## src/logic/bridge_settings.svh

```systemverilog
`ifndef BRIDGE_SETTINGS_SVH
`define BRIDGE_SETTINGS_SVH

// data widths on both sides of the bridge
`define BRIDGE_STREAM_W 64
`define BRIDGE_LITE_W 256
`define BRIDGE_BEATS 4
// beat index width and beat count width
`define BRIDGE_LEN_W 2
`define BRIDGE_CNT_W (`BRIDGE_LEN_W + 1)

// flat header layout: type | size | addr
`define BRIDGE_HDR_W 38
`define BRIDGE_TYPE_LSB 35
`define BRIDGE_TYPE_W 3
`define BRIDGE_SIZE_LSB 32
`define BRIDGE_SIZE_W 3
`define BRIDGE_ADDR_W 32

// message type codes, one mask bit per code
`define BRIDGE_MASK_W 8
`define BRIDGE_MSG_RD 0
`define BRIDGE_MSG_WR 1
`define BRIDGE_MSG_UC_RD 2
`define BRIDGE_MSG_UC_WR 3

// types that carry data on requests and on responses
`define BRIDGE_REQ_PAYLOAD_MASK ((8'd1 << `BRIDGE_MSG_WR) | (8'd1 << `BRIDGE_MSG_UC_WR))
`define BRIDGE_RESP_PAYLOAD_MASK ((8'd1 << `BRIDGE_MSG_RD) | (8'd1 << `BRIDGE_MSG_UC_RD))

`endif

```

## src/logic/bridge_pkg.sv

```systemverilog
`default_nettype none

`include "bridge_settings.svh"

package bridge_pkg;

  // one wide word, seen whole or as stream beats (beat 0 in the low bits)
  typedef union packed {
    logic [`BRIDGE_LITE_W-1:0] word;
    logic [`BRIDGE_BEATS-1:0][`BRIDGE_STREAM_W-1:0] beat;
  } lite_data_u;

  // number of stream beats for one message
  function automatic logic [`BRIDGE_CNT_W-1:0] beat_count
    (
    input logic [`BRIDGE_HDR_W-1:0] hdr,
    input logic [`BRIDGE_MASK_W-1:0] mask
    );
    logic [`BRIDGE_TYPE_W-1:0] msg_type;
    logic [`BRIDGE_SIZE_W-1:0] size;
    logic [(1 << `BRIDGE_SIZE_W)-1:0] bytes;
    logic [(1 << `BRIDGE_SIZE_W)-1:0] beats;
    msg_type = hdr[`BRIDGE_TYPE_LSB +: `BRIDGE_TYPE_W];
    size = hdr[`BRIDGE_SIZE_LSB +: `BRIDGE_SIZE_W];
    // size is log2 of the byte count
    bytes = '0;
    bytes[size] = 1'b1;
    beats = bytes >> $clog2(`BRIDGE_STREAM_W / 8);
    if (!mask[msg_type] || (beats == '0))
      beats = 1;
    else if (beats > `BRIDGE_BEATS)
      beats = `BRIDGE_BEATS;
    return beats[`BRIDGE_CNT_W-1:0];
  endfunction

endpackage

`default_nettype wire

```

## src/logic/msg_one_fifo.sv

```systemverilog
`timescale 1ns/1ps
`default_nettype none

`include "bridge_settings.svh"

module msg_one_fifo
  (
  input  logic                     clk_i,
  input  logic                     rst_n_i,

  input  logic [`BRIDGE_HDR_W-1:0] data_i,
  input  logic                     v_i,
  output logic                     ready_o,

  output logic [`BRIDGE_HDR_W-1:0] data_o,
  output logic                     v_o,
  input  logic                     yumi_i
  );

  logic                     full_r;
  logic [`BRIDGE_HDR_W-1:0] data_r;

  // single slot, no bypass
  assign ready_o = ~full_r;
  assign v_o = full_r;
  assign data_o = data_r;

  always_ff @(posedge clk_i or negedge rst_n_i)
  begin
    if (!rst_n_i)
      full_r <= 1'b0;
    else if (v_i & ready_o)
      full_r <= 1'b1;
    else if (yumi_i)
      full_r <= 1'b0;
  end

  always_ff @(posedge clk_i)
  begin
    if (v_i & ready_o)
      data_r <= data_i;
  end

endmodule

`default_nettype wire

```

## src/logic/stream_sipo_dynamic.sv

```systemverilog
`timescale 1ns/1ps
`default_nettype none

`include "bridge_settings.svh"

module stream_sipo_dynamic
  import bridge_pkg::*;
  (
  input  logic                        clk_i,
  input  logic                        rst_n_i,

  input  logic [`BRIDGE_STREAM_W-1:0] data_i,
  // beats minus one, sampled on the first beat
  input  logic [`BRIDGE_LEN_W-1:0]    len_i,
  input  logic                        v_i,
  output logic                        ready_o,

  output lite_data_u                  data_o,
  output logic                        v_o,
  input  logic                        yumi_i
  );

  logic [`BRIDGE_LEN_W-1:0] cnt_r;
  logic [`BRIDGE_LEN_W-1:0] len_r;
  logic [`BRIDGE_LEN_W-1:0] len_cur;
  logic                     full_r;
  logic                     accept;
  logic                     first_beat;
  logic                     final_beat;
  lite_data_u               data_r;

  assign ready_o = ~full_r;
  assign v_o = full_r;
  assign data_o = data_r;

  assign accept = v_i & ready_o;
  assign first_beat = (cnt_r == '0);
  // on the first beat the length comes straight from the input
  assign len_cur = first_beat ? len_i : len_r;
  assign final_beat = (cnt_r == len_cur);

  always_ff @(posedge clk_i or negedge rst_n_i)
  begin
    if (!rst_n_i)
    begin
      cnt_r <= '0;
      len_r <= '0;
      full_r <= 1'b0;
    end
    else if (yumi_i)
    begin
      cnt_r <= '0;
      full_r <= 1'b0;
    end
    else if (accept)
    begin
      if (first_beat)
        len_r <= len_i;
      // counter parks on the final beat until the take
      if (final_beat)
        full_r <= 1'b1;
      else
        cnt_r <= cnt_r + 1'b1;
    end
  end

  always_ff @(posedge clk_i)
  begin
    if (accept)
    begin
      // start of a message, clear beats a short message leaves unused
      if (first_beat)
      begin
        for (int k = 1; k < `BRIDGE_BEATS; k++)
        begin
          data_r.beat[k] <= '0;
        end
      end
      data_r.beat[cnt_r] <= data_i;
    end
  end

endmodule

`default_nettype wire

```

## src/logic/stream_to_lite.sv

```systemverilog
`timescale 1ns/1ps
`default_nettype none

`include "bridge_settings.svh"

module stream_to_lite
  import bridge_pkg::*;
#(
  parameter logic [`BRIDGE_MASK_W-1:0] payload_mask_p = `BRIDGE_REQ_PAYLOAD_MASK
)
  (
  input  logic                        clk_i,
  input  logic                        rst_n_i,

  // narrow stream side
  input  logic [`BRIDGE_HDR_W-1:0]    in_hdr_i,
  input  logic [`BRIDGE_STREAM_W-1:0] in_data_i,
  input  logic                        in_v_i,
  output logic                        in_ready_o,

  // wide lite side
  output logic [`BRIDGE_HDR_W-1:0]    out_hdr_o,
  output lite_data_u                  out_data_o,
  output logic                        out_v_o,
  input  logic                        out_ready_i
  );

  logic [`BRIDGE_CNT_W-1:0] count;
  logic [`BRIDGE_CNT_W-1:0] count_m1;
  logic [`BRIDGE_LEN_W-1:0] len;
  logic                     take;
  logic                     fifo_v_lo;
  logic                     sipo_ready_lo;
  logic                     sipo_v_lo;

  assign count = beat_count(in_hdr_i, payload_mask_p);
  assign count_m1 = count - 1'b1;
  assign len = count_m1[`BRIDGE_LEN_W-1:0];

  assign take = out_v_o & out_ready_i;

  // header slot fills on the first beat and stays full for the rest
  msg_one_fifo u_hdr_fifo
    (
    .clk_i   (clk_i),
    .rst_n_i (rst_n_i),
    .data_i  (in_hdr_i),
    .v_i     (in_v_i & sipo_ready_lo),
    .ready_o (),
    .data_o  (out_hdr_o),
    .v_o     (fifo_v_lo),
    .yumi_i  (take)
    );

  stream_sipo_dynamic u_sipo
    (
    .clk_i   (clk_i),
    .rst_n_i (rst_n_i),
    .data_i  (in_data_i),
    .len_i   (len),
    .v_i     (in_v_i),
    .ready_o (sipo_ready_lo),
    .data_o  (out_data_o),
    .v_o     (sipo_v_lo),
    .yumi_i  (take)
    );

  // the header slot fills and drains in step with the gatherer
  assign in_ready_o = sipo_ready_lo;
  assign out_v_o = sipo_v_lo & fifo_v_lo;

endmodule

`default_nettype wire

```

## src/logic/lite_to_stream.sv

```systemverilog
`timescale 1ns/1ps
`default_nettype none

`include "bridge_settings.svh"

module lite_to_stream
  import bridge_pkg::*;
#(
  parameter logic [`BRIDGE_MASK_W-1:0] payload_mask_p = `BRIDGE_RESP_PAYLOAD_MASK
)
  (
  input  logic                        clk_i,
  input  logic                        rst_n_i,

  // wide lite side
  input  logic [`BRIDGE_HDR_W-1:0]    in_hdr_i,
  input  lite_data_u                  in_data_i,
  input  logic                        in_v_i,
  output logic                        in_ready_o,

  // narrow stream side
  output logic [`BRIDGE_HDR_W-1:0]    out_hdr_o,
  output logic [`BRIDGE_STREAM_W-1:0] out_data_o,
  output logic                        out_last_o,
  output logic                        out_v_o,
  input  logic                        out_ready_i
  );

  logic                     full_r;
  logic [`BRIDGE_LEN_W-1:0] idx_r;
  logic [`BRIDGE_CNT_W-1:0] total_r;
  logic [`BRIDGE_CNT_W-1:0] last_idx;
  logic [`BRIDGE_HDR_W-1:0] hdr_r;
  lite_data_u               data_r;
  logic                     accept;
  logic                     send;

  // only takes a new message once the last one is fully out
  assign in_ready_o = ~full_r;
  assign accept = in_v_i & in_ready_o;
  assign send = out_v_o & out_ready_i;

  assign out_v_o = full_r;
  assign out_hdr_o = hdr_r;
  assign out_data_o = data_r.beat[idx_r];

  assign last_idx = total_r - 1'b1;
  assign out_last_o = ({1'b0, idx_r} == last_idx);

  always_ff @(posedge clk_i or negedge rst_n_i)
  begin
    if (!rst_n_i)
    begin
      full_r <= 1'b0;
      idx_r <= '0;
      total_r <= 1;
    end
    else if (accept)
    begin
      full_r <= 1'b1;
      idx_r <= '0;
      total_r <= beat_count(in_hdr_i, payload_mask_p);
    end
    else if (send)
    begin
      // index only moves on a transfer
      if (out_last_o)
        full_r <= 1'b0;
      else
        idx_r <= idx_r + 1'b1;
    end
  end

  // holding register for the whole lite message
  always_ff @(posedge clk_i)
  begin
    if (accept)
    begin
      hdr_r <= in_hdr_i;
      data_r <= in_data_i;
    end
  end

endmodule

`default_nettype wire

```

## src/logic/msg_bridge_top.sv

```systemverilog
`timescale 1ns/1ps
`default_nettype none

`include "bridge_settings.svh"

module msg_bridge_top
  import bridge_pkg::*;
  (
  input  logic                        clk_i,
  input  logic                        rst_n_i,

  // request stream in
  input  logic [`BRIDGE_HDR_W-1:0]    req_hdr_i,
  input  logic [`BRIDGE_STREAM_W-1:0] req_data_i,
  input  logic                        req_v_i,
  output logic                        req_ready_o,

  // lite request out
  output logic [`BRIDGE_HDR_W-1:0]    lite_req_hdr_o,
  output lite_data_u                  lite_req_data_o,
  output logic                        lite_req_v_o,
  input  logic                        lite_req_ready_i,

  // lite response in
  input  logic [`BRIDGE_HDR_W-1:0]    lite_resp_hdr_i,
  input  lite_data_u                  lite_resp_data_i,
  input  logic                        lite_resp_v_i,
  output logic                        lite_resp_ready_o,

  // stream response out
  output logic [`BRIDGE_HDR_W-1:0]    resp_hdr_o,
  output logic [`BRIDGE_STREAM_W-1:0] resp_data_o,
  output logic                        resp_last_o,
  output logic                        resp_v_o,
  input  logic                        resp_ready_i
  );

  // writes carry data going out
  stream_to_lite #(.payload_mask_p(`BRIDGE_REQ_PAYLOAD_MASK)) u_req_path
    (
    .clk_i       (clk_i),
    .rst_n_i     (rst_n_i),
    .in_hdr_i    (req_hdr_i),
    .in_data_i   (req_data_i),
    .in_v_i      (req_v_i),
    .in_ready_o  (req_ready_o),
    .out_hdr_o   (lite_req_hdr_o),
    .out_data_o  (lite_req_data_o),
    .out_v_o     (lite_req_v_o),
    .out_ready_i (lite_req_ready_i)
    );

  // reads carry data coming back
  lite_to_stream #(.payload_mask_p(`BRIDGE_RESP_PAYLOAD_MASK)) u_resp_path
    (
    .clk_i       (clk_i),
    .rst_n_i     (rst_n_i),
    .in_hdr_i    (lite_resp_hdr_i),
    .in_data_i   (lite_resp_data_i),
    .in_v_i      (lite_resp_v_i),
    .in_ready_o  (lite_resp_ready_o),
    .out_hdr_o   (resp_hdr_o),
    .out_data_o  (resp_data_o),
    .out_last_o  (resp_last_o),
    .out_v_o     (resp_v_o),
    .out_ready_i (resp_ready_i)
    );

endmodule

`default_nettype wire

```

## config.mk

```make
export PLATFORM = sky130hd
export DESIGN_NAME = msg_bridge_top
export DESIGN_NICKNAME = d
export VERILOG_FILES = /design/src/logic/bridge_pkg.sv /design/src/logic/msg_one_fifo.sv /design/src/logic/stream_sipo_dynamic.sv /design/src/logic/stream_to_lite.sv /design/src/logic/lite_to_stream.sv /design/src/logic/msg_bridge_top.sv
export VERILOG_INCLUDE_DIRS = /design/src /design/src/logic
export SDC_FILE = /design/constraint.sdc
export NUM_CORES = 1
export LEC_CHECK = 0
export BUFFER_PORTS_ARGS = -buffer_cell sky130_fd_sc_hd__buf_2
export CORE_AREA = 2 2 313 315
export CTS_BUF_LIST = sky130_fd_sc_hd__clkbuf_4 sky130_fd_sc_hd__clkbuf_8
export CTS_CLUSTER_DIAMETER = 120
export CTS_CLUSTER_SIZE = 8
export DETAILED_ROUTE_END_ITERATION = 12
export DIE_AREA = 0 0 315 317
export SLEW_MARGIN = 25
export SYNTH_ARGS = -nofsm -noshare
export SYNTH_HDL_FRONTEND = slang
export SYNTH_SLANG_ARGS = --single-unit
```

## constraint.sdc

```tcl
create_clock -name clk_i -period 8.2 [get_ports clk_i]
set_input_delay 1.64 -clock clk_i [delete_from_list [all_inputs] [get_ports clk_i]]
set_output_delay 1.64 -clock clk_i [all_outputs]
set_load 0.05 [all_outputs]
```

* Word level (Yosys, flattened, before mapping) *
Memory sizes are Yosys's and may differ from the RTL's.
Cells that the tools add are included.
Widths: inputs -> output; s select.

storage, ports and cells
  bits in registers = 600
  bits in latches = 0
  RAM bits = 0
  bits in read-only memories = 16
  bits of input ports = 402
  output and inout bits = 401
  logic and storage cells = 94
  memories kept = 2

cells by class
  add/subtract/negate cells = 4
  multipliers = 0
  div/mod/pow operators = 0
  magnitude comparators = 11
  equal/unequal tests = 4
  shift operators = 0
  muxes and demuxes = 32
  bitwise operators = 10
  reduce and logical (&&, ||, !) cells = 20

memory list
  name              depth  width  read ports  clocked after memory_dff  wr ports  RTL line          RTL
  (name not given)  8      1      1           0                         0         bridge_pkg.sv:29  if (!mask[msg_type] || (beats == '0))
  (name not given)  8      1      1           0                         0         bridge_pkg.sv:29

operator list
  kind                 number
  $mux 192             2
  $bwmux 256           1
  $bmux 64 s2          1
  $demux 64 s2         1
  $mux 64              2
  $mux 2               9
  $logic_not 8->1      2
  $lt 3x4->1 const B   4
  $mux 1               12
  $gt 5x3->1 const B   2
  $reduce_and 2->1     5
  $reduce_bool 2->1    5
  $and 1x1->1          6
  $demux 1 s3          2
  $ge 3x1->1 const B   2
  $lt 2x3->1 const B   2
  $mux 3               2
  $add 2x1->2 const B  2
  $ne 2x1->1 const B   2
  $not 1->1            4
  $eq 2x3->1           1
  $logic_and 1x1->1    3
  $sub 3x1->3 const B  1
  $eq 2x2->1           1
  5 further kinds      7

* Logic depth before layout (Yosys ltp) *
Gate-level depths: netlist (run 1).

  depth after elaboration = 13
  mapped depth = 7
  mapped depth without buffers = 7

* Hierarchy *
From an unflattened synthesis (run 1), not the netlist that was laid out.

second synthesis, totals
  cells, all modules = 971
  area total of the unflattened synthesis = 21324.2 um^2

by module, submodules not included
  module               instances  cells each  area an instance (um^2)  sequential area each (um^2)
  lite_to_stream       1          413         10761.6                  8979.9
  stream_sipo_dynamic  1          509         9336.5                   7812.5
  msg_one_fifo         1          42          1186.1                   1166.1
  stream_to_lite       1          7           40.0                     0.0

* Least setup slack after synthesis (run 1) *
No wires, ideal clock.

  path kind = input -> register
  start point = in lite_resp_v_i
  end point = reg u_resp_path.total_r[1]
  setup time = 182 ps
  arrival time = 8391 ps
  required time = 8018 ps
  path slack = -372 ps
  stages on the path = 4
  buffers on the path = 0
  cell sequence = nand2_1 -> inv_1 -> nand3_1 -> o32ai_1

between the ends
  longest elaborated chain between the ends = 1

ends and longest elaborated chain
  item                    RTL line              RTL
  from (decl)             msg_bridge_top.sv:27  input logic lite_resp_v_i,
  $and 1x1->1             lite_to_stream.sv:40  assign accept = in_v_i & in_ready_o;
  net u_resp_path.accept  lite_to_stream.sv:35  logic accept;
  to (signal assigned)    lite_to_stream.sv:62  total_r <= beat_count(in_hdr_i, payload_mask_p);
  to (decl)               lite_to_stream.sv:31  logic [`BRIDGE_CNT_W-1:0] total_r;

The timed path passes the listed nets, and every way through them passes these cells.
A chain may end at the register's enable or synchronous reset.

* Worst setup path after layout (run 1) *
  start point = reg u_resp_path.idx_r[0]
  end point = out resp_data_o[11]

between the ends
  longest elaborated chain between the ends = 2

ends and longest elaborated chain
  item                           RTL line              RTL
  from (decl)                    lite_to_stream.sv:30  logic [`BRIDGE_LEN_W-1:0] idx_r;
  from (signal assigned)         lite_to_stream.sv:70  idx_r <= idx_r + 1'b1;
  $bmux 64 s2                    lite_to_stream.sv:45  assign out_data_o = data_r.beat[idx_r];
  $mux 64 (implied by the code)  lite_to_stream.sv:45
  to (decl)                      msg_bridge_top.sv:32  output logic [`BRIDGE_STREAM_W-1:0] resp_data_o,

Every way passes these cells. The select of a mux whose other input is x is not followed.

==> flow_metrics.env, run 1 <==
export IMPL_dieArea_mm2=0.09986
export IMPL_max_freq_mhz=204.9
export IMPL_cts_tree="yes"
export IMPL_synthFlopType="edfxtp_1"
export IMPL_post_cts_resize_count=0
export IMPL_ys_types=33
export IMPL_fp_dieW_um=315
export IMPL_postSynthCellCount=962
export IMPL_first_global_vias=12930
export IMPL_yosysSeqAreaShare_pct=84.77
export IMPL_required_ps=6560
export IMPL_dp_cells=3015
export IMPL_clock_latency_ps=690
export IMPL_ctsHtreeMaxLevel=3
export IMPL_synth_seq_cells=600
export IMPL_core_mm2=0.09628
export IMPL_grt_overflow=0
export IMPL_drc=0
export IMPL_grt_usage_pct=11.93
export IMPL_rows=114
export IMPL_post_cts_buffers=0
export IMPL_arrival_ps=3240
export IMPL_areaGrowthSynthToFinish_pct=33.02
export IMPL_slew_violations=0
export IMPL_slowest_stage="dfrtp_4"
export IMPL_crit_type="reg -> out"
export IMPL_path_buf_inv=2
export IMPL_syn_avg_cell_area_um2=22.02
export IMPL_clkSinkCount=600
export IMPL_layout_cells_non_filler=3131
export IMPL_period_share_pct=59.51
export IMPL_drt_total_wl_mm=63.21
export IMPL_path_cells="buf_4, mux4_2, buf_2"
export IMPL_synth_area_mm2=0.02118
export IMPL_worst_pin_slew_ps=992.1
export IMPL_clk_pin_slew_worst_paths_ps=60
export IMPL_skew_ps=23.32
export IMPL_place_hpwl_mm=46.51
export IMPL_clockRootBuffer="clkbuf_8"
export IMPL_ir_drop_uv=183.6
export IMPL_start_util_pct=22.00
export IMPL_grt_pass1_wl_mm=86.91
export IMPL_yosys_warnings=0
export IMPL_finalNetCount=2234
export IMPL_drive_gt1_share_pct=54.04
export IMPL_setup_viol=0
export IMPL_dr_pass1_iters=5
export IMPL_path_delay_family="flip-flops"
export IMPL_slew_headroom_pct=33.86
export IMPL_portBuffers=802
export IMPL_gp_congestion=0.8752
export IMPL_pin_count=803
export IMPL_cp_max_fo=40
export IMPL_slowest_delay_ps=940
export IMPL_synth_edf_count=588
export IMPL_vias_per_cell=3.970
export IMPL_grt_start_max_net_pins=196
export IMPL_antenna_left=0
export IMPL_p_leak_uw=0.01067
export IMPL_drv_cap=0
export IMPL_drt_initial_drc_count=1159
export IMPL_async_reset_ff_share_pct=2.000
export IMPL_cp_end_kind="output port"
export IMPL_cts_max_path_buffers=3
export IMPL_synth_fp_nets=1369
export IMPL_hold_buffers=0
export IMPL_hold_class="reg -> reg"
export IMPL_outcome="finished clean"
export IMPL_finalSetupTns_ps=0
export IMPL_routedWlPerCell_um=20.19
export IMPL_cts_buffers=84
export IMPL_p_per_area_mw_per_mm2=355.8
export IMPL_min_period_ps=4879
export IMPL_critPathLaunchType="register"
export IMPL_hold_viol_final=0
export IMPL_antenna_found_initial=19
export IMPL_chipHeight_um=317
export IMPL_rsz0062_at_grt="false"
export IMPL_vias=12430
-- kinds of logic after synthesis --
kind of cell	Yosys count	share of synthesized area [%]
mux	64	6.804
compound gates	18	0.5729
buf+inv	47	0.9687
fa+ha+maj	5	0.2953
simple gates	223	6.379
flops	600	84.77
xor+xnor	5	0.2068
-- where the power goes --
part / internal, µW / total [µW] / switching [µW]
logic: 845 / 3620 / 2770
clock network: 1000 / 2100 / 1100
registers: 4080 / 4310 / 225
-- routing by layer --
layer | vias to the layer above | share of wire, % | track usage, %
met5 | - | 0.18 | 0
met4 | 18 | 2.9 | 4.708
met3 | 133 | 10 | 4.689
met2 | 623 | 50 | 19.97
met1 | 6223 | 37 | 13.69
li1 | 5433 | - | -
-- layout by cell type, fill, tap and decap left out, types with 4 or more instances in the layout --
master    instances
diode_2          10
nand2_1           9
inv_1             9
and2_1          193
o21ai_0           6
clkbuf_4         14
edfxtp_1        588
buf_2           802
buf_4            10
nor2_1            7
nor2_4            4
clkbuf_8         85
dfrtp_1           9
mux4_2           64
-- flip-flops by register name, indices dropped and copies added (netlist names), 2 cells and up --
register                      count
u_req_path.u_hdr_fifo.data_o     38
u_resp_path.data_r              256
u_req_path.u_sipo.data_o        256
u_resp_path.idx_r                 2
u_resp_path.out_hdr_o            38
u_resp_path.total_r               3
u_req_path.u_sipo.cnt_r           2
u_req_path.u_sipo.len_r           2
-- path summary, 6_finish.rpt --
kind | depth (start not counted) | slack [ps] | startpoint | endpoint
min in group asynchronous | 1 | 870 | rst_n_i | u_req_path.u_sipo.len_r[0]
max | 3 | 3320 | u_resp_path.idx_r[0] | resp_data_o[11]
min | 2 | 510 | u_resp_path.total_r[0] | u_resp_path.total_r[0]
min reg2reg | 2 | 510 | u_resp_path.total_r[0] | u_resp_path.total_r[0]
max in group asynchronous | 1 | 7020 | rst_n_i | u_resp_path.total_r[0]
max reg2reg | 5 | 5580 | u_resp_path.out_v_o | u_resp_path.out_hdr_o[4]
-- through the flow --
step           total power, µW  utilization (%)  instance area [µm²]  hold slack (ps)  worst slack, ps
2_1_floorplan             7065                -                21190            470.2             1598
3_3_place_gp              7963            27.81                26770            495.9             3964
3_5_place_dp              8017            27.81                26770            502.5             3937
4_1_cts                  10140            29.19                28110            512.3             3129
5_1_grt                  10430            29.26                28170            543.4             2990
6_report                 10030            29.27                28180            507.1             3321
-- cell type report --
cell class / instances / area [µm²]
inverter: 11 / 45.04
timing repair buffer: 815 / 4156
multi-input combinational: 315 / 3058
sequential: 600 / 17960
clock inverter: 5 / 60.06
antenna: 10 / 25.02
clock buffer: 99 / 1275
fill: 9643 / 68100
tap: 1276 / 1597
-- cell usage after synthesis (3+ instances only) --
library cell,instances,area [µm²]
edfxtp_1,588,17660
and2_1,193,1207
mux4_2,64,1441
clkbuf_1,21,78.83
buf_2,11,55.05
dfrtp_1,11,275.3
inv_1,11,41.29
nor2_1,11,41.29
nand2_1,9,33.78
o21ai_0,6,30.03
ha_1,5,62.56
nand3_1,3,15.01
xnor2_1,3,26.28
-- worst min-delay path: stages (launching register included) --
cell	delay (ps)
dfstp_2	370
inv_1	60
a21boi_0	70
(Power assumes the default switching activity.)
==> run 2: changes to the inputs <==
- ABC_AREA: not set -> 1
- CORE_AREA: 2 2 313 315 -> 2 2 316 318
- DIE_AREA: 0 0 315 317 -> 0 0 318 320
- clock period: 8.2 -> 5.1 ns (I/O delays scaled with it)
==> run 2 against run 1 <==
Compared with the run above: non-clock buffer count grew 13; critical endpoint is now resp_data_o[21]; routed wire length rose by 4.1%; sequential power up 63%; clock power grew 66%; via count grew 16%; global-route usage increased by 0.54 points; count of clock-buffer cells in the layout up 13; synthesized cell count up 51%; area after synthesis increased by 2.2%; design area rose by 2.1%.
==> flow_metrics.env, run 2 <==
export IMPL_portBuffers=802
export IMPL_start_util_pct=22.10
export IMPL_clkSinkCount=600
export IMPL_period_share_pct=80.03
export IMPL_vias=14400
export IMPL_vias_per_cell=3.965
export IMPL_place_hpwl_mm=48.19
export IMPL_outcome="finished clean"
export IMPL_async_reset_ff_share_pct=2.000
export IMPL_drive_gt1_share_pct=41.40
export IMPL_cts_tree="yes"
export IMPL_worst_pin_slew_ps=924.0
export IMPL_post_cts_buffers=0
export IMPL_grt_pass1_wl_mm=94.46
export IMPL_synth_fp_nets=1861
export IMPL_grt_usage_pct=12.47
export IMPL_setup_viol=0
export IMPL_final_util_pct=29.36
export IMPL_rows=115
export IMPL_hold_class="in -> async"
export IMPL_drt_total_wl_mm=65.80
export IMPL_drc=0
export IMPL_skew_ps=25.86
export IMPL_rr_endpoint="u_req_path.u_sipo.data_o[103]"
export IMPL_clockRootBuffer="clkbuf_8"
export IMPL_synth_common_cells="edfxtp_1, nand2_1, inv_1, nor2_1, o21ai_0"
export IMPL_first_global_vias=14730
export IMPL_cts_max_path_buffers=3
export IMPL_antenna_found_initial=21
export IMPL_fin_ws_ps=1019
export IMPL_cp_end_kind="output port"
export IMPL_post_cts_resize_count=0
export IMPL_synth_edf_count=588
export IMPL_grt_start_max_net_pins=85
export IMPL_synthFlopType="edfxtp_1"
export IMPL_yosysTopAreaCell="edfxtp_1"
export IMPL_ir_drop_uv=383.9
export IMPL_critPathLaunchType="register"
export IMPL_max_freq_mhz=245.0
export IMPL_rrSetupSlack_ps=2630
export IMPL_grt_overflow=0
export IMPL_fp_dieW_um=318
export IMPL_p_per_area_mw_per_mm2=619.5
export IMPL_finalNetCount=2712
export IMPL_arrival_ps=3060
export IMPL_dr_pass1_iters=5
export IMPL_synth_area_leaders="edfxtp_1, nand2_1, inv_1"
export IMPL_synth_area_mm2=0.02166
export IMPL_reg2reg_from="u_req_path.u_sipo.v_o"
export IMPL_yosysMostFrequentCell="edfxtp_1"
export IMPL_dieArea_mm2=0.1018
export IMPL_pin_count=803
export IMPL_p_total_uw=17820
export IMPL_cp_max_fo=77
export IMPL_gp_congestion=0.8430
export IMPL_chipHeight_um=320
export IMPL_rsz0062_at_grt="false"
export IMPL_areaGrowthSynthToFinish_pct=32.86
export IMPL_required_ps=4080
export IMPL_synth_top_area_share_pct=81.53
export IMPL_post_place_ws_ps=1733
export IMPL_core_mm2=0.09799
export IMPL_fill_cells=9915
export IMPL_final_cell_mix="buf_2, edfxtp_1, nand2_1"
export IMPL_syn_avg_cell_area_um2=14.89
export IMPL_synth_seq_cells=600
export IMPL_clock_latency_ps=690
export IMPL_slew_violations=0
export IMPL_slew_headroom_pct=38.25
export IMPL_hold_viol_final=0
export IMPL_yosysSeqAreaShare_pct=82.92
export IMPL_layout_commonest_cell="buf_2"
export IMPL_drt_initial_drc_count=1055
export IMPL_ctsHtreeMaxLevel=3
export IMPL_antenna_left=0
export IMPL_postSynthCellCount=1454
export IMPL_min_period_ps=4081
export IMPL_finalSetupTns_ps=0
export IMPL_routedWlPerCell_um=18.12
export IMPL_ys_types=24
export IMPL_yosys_warnings=0
export IMPL_hold_buffers=0
export IMPL_clk_pin_slew_worst_paths_ps=80
export IMPL_rr_worst_depth=4
export IMPL_crit_type="reg -> out"
export IMPL_drv_cap=0
export IMPL_p_leak_uw=0.01254
export IMPL_cts_buffers=84
-- run 2: cell count changes in the layout (fill, tap and decap cells not counted), sizes merged, moves of 3 or more --
cell,previous run,this run
nand2,9,225
inv,13,212
and2,193,0
nor2,11,141
o21ai,7,135
mux4,64,0
o22ai,2,64
buf,815,828
clkbuf,99,112
nand3,3,6
-- run 2: worst max-delay path by stage --
stage | from | to | slack (ps) | cells after the start
floorplan | lite_resp_v_i | u_resp_path.total_r[1] | 40 | 6
global placement | u_resp_path.idx_r[0] | resp_data_o[19] | 1760 | 5
detailed placement | u_resp_path.idx_r[0] | resp_data_o[3] | 1730 | 5
CTS | u_resp_path.idx_r[0] | resp_data_o[3] | 890 | 5
global route | u_resp_path.idx_r[0] | resp_data_o[21] | 750 | 5
finish | u_resp_path.idx_r[0] | resp_data_o[21] | 1020 | 5
-- run 2: logic make-up (layout without fill, tap and decap cells) --
| family | after synthesis | count (layout) | synth area share [%] |
|---|---|---|---|
| and+or+nand+nor | 374 | 374 | 6.592 |
| DFF | 600 | 600 | 82.92 |
| AOI/OAI and AO/OA | 201 | 201 | 5.015 |
| adders and majority gates | 5 | 5 | 0.2889 |
| other | 0 | 8 | 0 |
| buffers and inverters | 270 | 1152 | 4.986 |
| xor gates and xnor gates | 4 | 4 | 0.1965 |
-- run 2: power by group --
group	internal (µW)	switching (µW)
combinational	1370	5940
clock	1730	1750
sequential	6720	320
-- run 2: per-layer routing --
layer | global-route usage (%) | up-vias | share of wire (%)
met1 | 13.58 | 6853 | 38
li1 | - | 6719 | -
met2 | 22.03 | 671 | 51
met3 | 4.230 | 129 | 8.4
met5 | 0 | - | 0.23
met4 | 5.302 | 24 | 3.0
-- run 2: critical path, cell delays in order, from the launching register on --
cell and delay (ps):
dfrtp_4 630, inv_4 640, buf_4 450, o21ai_0 130
o22ai_1 150, buf_2 290
-- run 2: area by class of cell --
type                            count  area (µm²)  area share, %
Tap cell                         1287        1610          5.596
Sequential cell                   600       17960          62.43
Clock inverter                      5       53.80         0.1870
Antenna cell                        8       20.02        0.06957
Clock buffer                      112        1379          4.792
Timing Repair Buffer              828        4297          14.93
Inverter                          207       787.0          2.735
Multi-Input combinational cell    584        2664          9.258
-- run 2: stage by stage --
| step | cells | cell area, µm² | hold slack [ps] |
|---|---|---|---|
| after floorplan | 1454 | 21660 | 449.2 |
| after global placement | 3505 | 27300 | 464.8 |
| after detailed placement | 3505 | 27300 | 493.6 |
| after CTS | 3622 | 28730 | 138.6 |
| after global routing | 3629 | 28770 | 176.2 |
| final | 3631 | 28770 | 246.9 |
==> run 3: changes to the inputs <==
- ABC_AREA: 1 -> 0
- CORE_AREA: 2 2 316 318 -> 2 2 313 315
- DIE_AREA: 0 0 318 320 -> 0 0 315 317
- clock period: 5.1 -> 3.4 ns (I/O delays scaled with it)
==> run 3 against run 2 <==
Compared with the run above: utilization up 0.15 points; sequential power up 46%; register-to-register slack worse by 1500 ps; worst hold slack worse by 110 ps; routed wire length up 5.5%; critical path type unchanged; critical endpoint is now resp_data_o[5]; largest cell class unchanged.
==> flow_metrics.env, run 3 (same netlist as run 1, synthesis figures left out) <==
export IMPL_skew_ps=30.23
export IMPL_rr_endpoint="u_req_path.u_sipo.data_o[18]"
export IMPL_combPwrFrac_pct=36.6
export IMPL_gp_congestion=0.9219
export IMPL_drt_total_wl_mm=69.44
export IMPL_rr_worst_depth=5
export IMPL_min_to="u_resp_path.out_hdr_o[5]"
export IMPL_start_util_pct=22.00
export IMPL_min_period_ps=3128
export IMPL_p_per_area_mw_per_mm2=864.6
export IMPL_grt_pass1_wl_mm=93.55
export IMPL_critPathLaunchType="register"
export IMPL_min_from="lite_resp_hdr_i[5]"
export IMPL_ir_drop_uv=498.3
export IMPL_antenna_found_initial=22
export IMPL_rows=114
export IMPL_grt_start_max_net_pins=87
export IMPL_dieArea_mm2=0.09986
export IMPL_arrival_ps=2450
export IMPL_pin_count=803
export IMPL_reg2reg_from="u_req_path.u_sipo.cnt_r[0]"
export IMPL_vias_per_cell=4.002
export IMPL_place_area_mm2=0.02697
export IMPL_grt_usage_pct=13.21
export IMPL_max_freq_mhz=319.7
export IMPL_final_util_pct=29.51
export IMPL_final_cell_mix="buf_2, edfxtp_1, and2_1"
export IMPL_multiInputGateArea_mm2=0.003065
export IMPL_hold_class="in -> reg"
export IMPL_clockRootBuffer="clkbuf_8"
export IMPL_portBuffers=802
export IMPL_slew_violations=0
export IMPL_fp_dieW_um=315
export IMPL_ctsHtreeMaxLevel=3
export IMPL_chipHeight_um=317
export IMPL_layout_commonest_cell="buf_2"
export IMPL_worst_pin_slew_ps=766.7
export IMPL_drv_cap=0
export IMPL_pwr_share_seq_pct=42.1
export IMPL_core_mm2=0.09628
export IMPL_p_leak_uw=0.01077
export IMPL_outcome="finished clean"
export IMPL_fill_cells=9615
export IMPL_hold_viol_final=0
export IMPL_routedWlPerCell_um=22.05
export IMPL_switchingPower_uw=10040
export IMPL_slew_headroom_pct=48.89
export IMPL_drc=0
export IMPL_dr_pass1_iters=5
export IMPL_clock_power_share_pct=21.3
export IMPL_grt_overflow=0
export IMPL_clkSinkCount=600
export IMPL_clk_pin_slew_worst_paths_ps=70
export IMPL_swShare_pct=40.88
export IMPL_cts_tree="yes"
export IMPL_drive_gt1_share_pct=54.49
export IMPL_fin_area_mm2=0.02842
export IMPL_rrSetupSlack_ps=1160
export IMPL_finalNetCount=2242
export IMPL_p_int_uw=14520
export IMPL_cts_buffers=85
export IMPL_post_cts_resize_count=0
export IMPL_register_area_mm2=0.01797
export IMPL_first_global_vias=13100
export IMPL_drt_initial_drc_count=1217
export IMPL_cp_max_fo=27
export IMPL_cts_max_path_buffers=3
export IMPL_clock_latency_ps=710
export IMPL_areaGrowthSynthToFinish_pct=34.14
export IMPL_antenna_left=0
export IMPL_vias=12600
export IMPL_required_ps=2720
export IMPL_place_hpwl_mm=52.16
export IMPL_crit_type="reg -> out"
export IMPL_setup_viol=0
export IMPL_cp_end_kind="output port"
export IMPL_min_path_cells=1
export IMPL_rsz0062_at_grt="false"
export IMPL_period_share_pct=92.00
## run 3: cell types whose count changed in the layout (fill, tap and decap cells not counted), moves of 63 or more
| cell | delta |
|---|---|
| o21ai_0 | -67 |
| o22ai_1 | -63 |
| nand2_1 | -217 |
| and2_1 | +193 |
| nor2_1 | -129 |
| mux4_2 | +64 |
| inv_1 | -191 |
## run 3: critical path, cell delays in order, from the launching register on
cell     delay (ps)
dfrtp_4         640
buf_12          300
mux4_2          550
buf_2           230
## run 3: worst max-delay path by stage
stage                       endpoint  cells after the start  slack (ps)                  from
3_3_place_gp          resp_data_o[9]                      3         960  u_resp_path.idx_r[0]
6_report              resp_data_o[5]                      3         270  u_resp_path.idx_r[0]
4_1_cts              resp_data_o[36]                      3         110  u_resp_path.idx_r[0]
5_1_grt               resp_data_o[6]                      3          50  u_resp_path.idx_r[0]
2_1_floorplan  u_resp_path.data_r[0]                      3       -2510   u_resp_path.out_v_o
3_5_place_dp         resp_data_o[36]                      3         940  u_resp_path.idx_r[0]
## run 3: timing repair
item | 4_1_cts | 5_1_grt
buffers inserted | 0 | 0
hold buffers | 1 | 0
endpoints found under the hold margin | 11 | 0
## run 3: per-layer routing
layer | global-route usage, % | wire length, µm | up-vias
met2 | 21.09 | 33860 | 679
met4 | 4.600 | 1714 | 12
li1 | - | - | 5464
met1 | 16.31 | 26790 | 6321
met5 | 0 | 74 | -
met3 | 5.106 | 7002 | 127
## run 3: final cells by class
cell class                 instances  share of cell area, %
timing repair buffer             822                  15.15
inverter                          11                 0.1717
clock buffer                     106                  4.716
antenna                           12                 0.1057
multi-input combinational        315                  10.79
clock inverter                     7                 0.2246
sequential                       600                  63.23
tap                             1276                  5.618
## run 3: through the flow
step	worst slack [ps]	power [µW]	TNS (ps)	std cells	hold slack, ps
after floorplan	-2510	17030	-744770	962	384.4
after global placement	962.8	19470	0	3023	499.9
after detailed placement	937.6	19610	0	3023	512.4
after CTS	106.1	24940	0	3137	9.991
after global routing	46.92	25560	0	3145	27.42
final	271.8	24570	0	3149	139.8
## run 3: power groups by stage
stage	Combinational, µW	Clock [µW]	Sequential, µW
after floorplan	3880	0	13100
after global placement	8990	0	10500
after detailed placement	9110	0	10500
after CTS	9110	5460	10400
after global routing	9380	5720	10500
final	8990	5230	10300
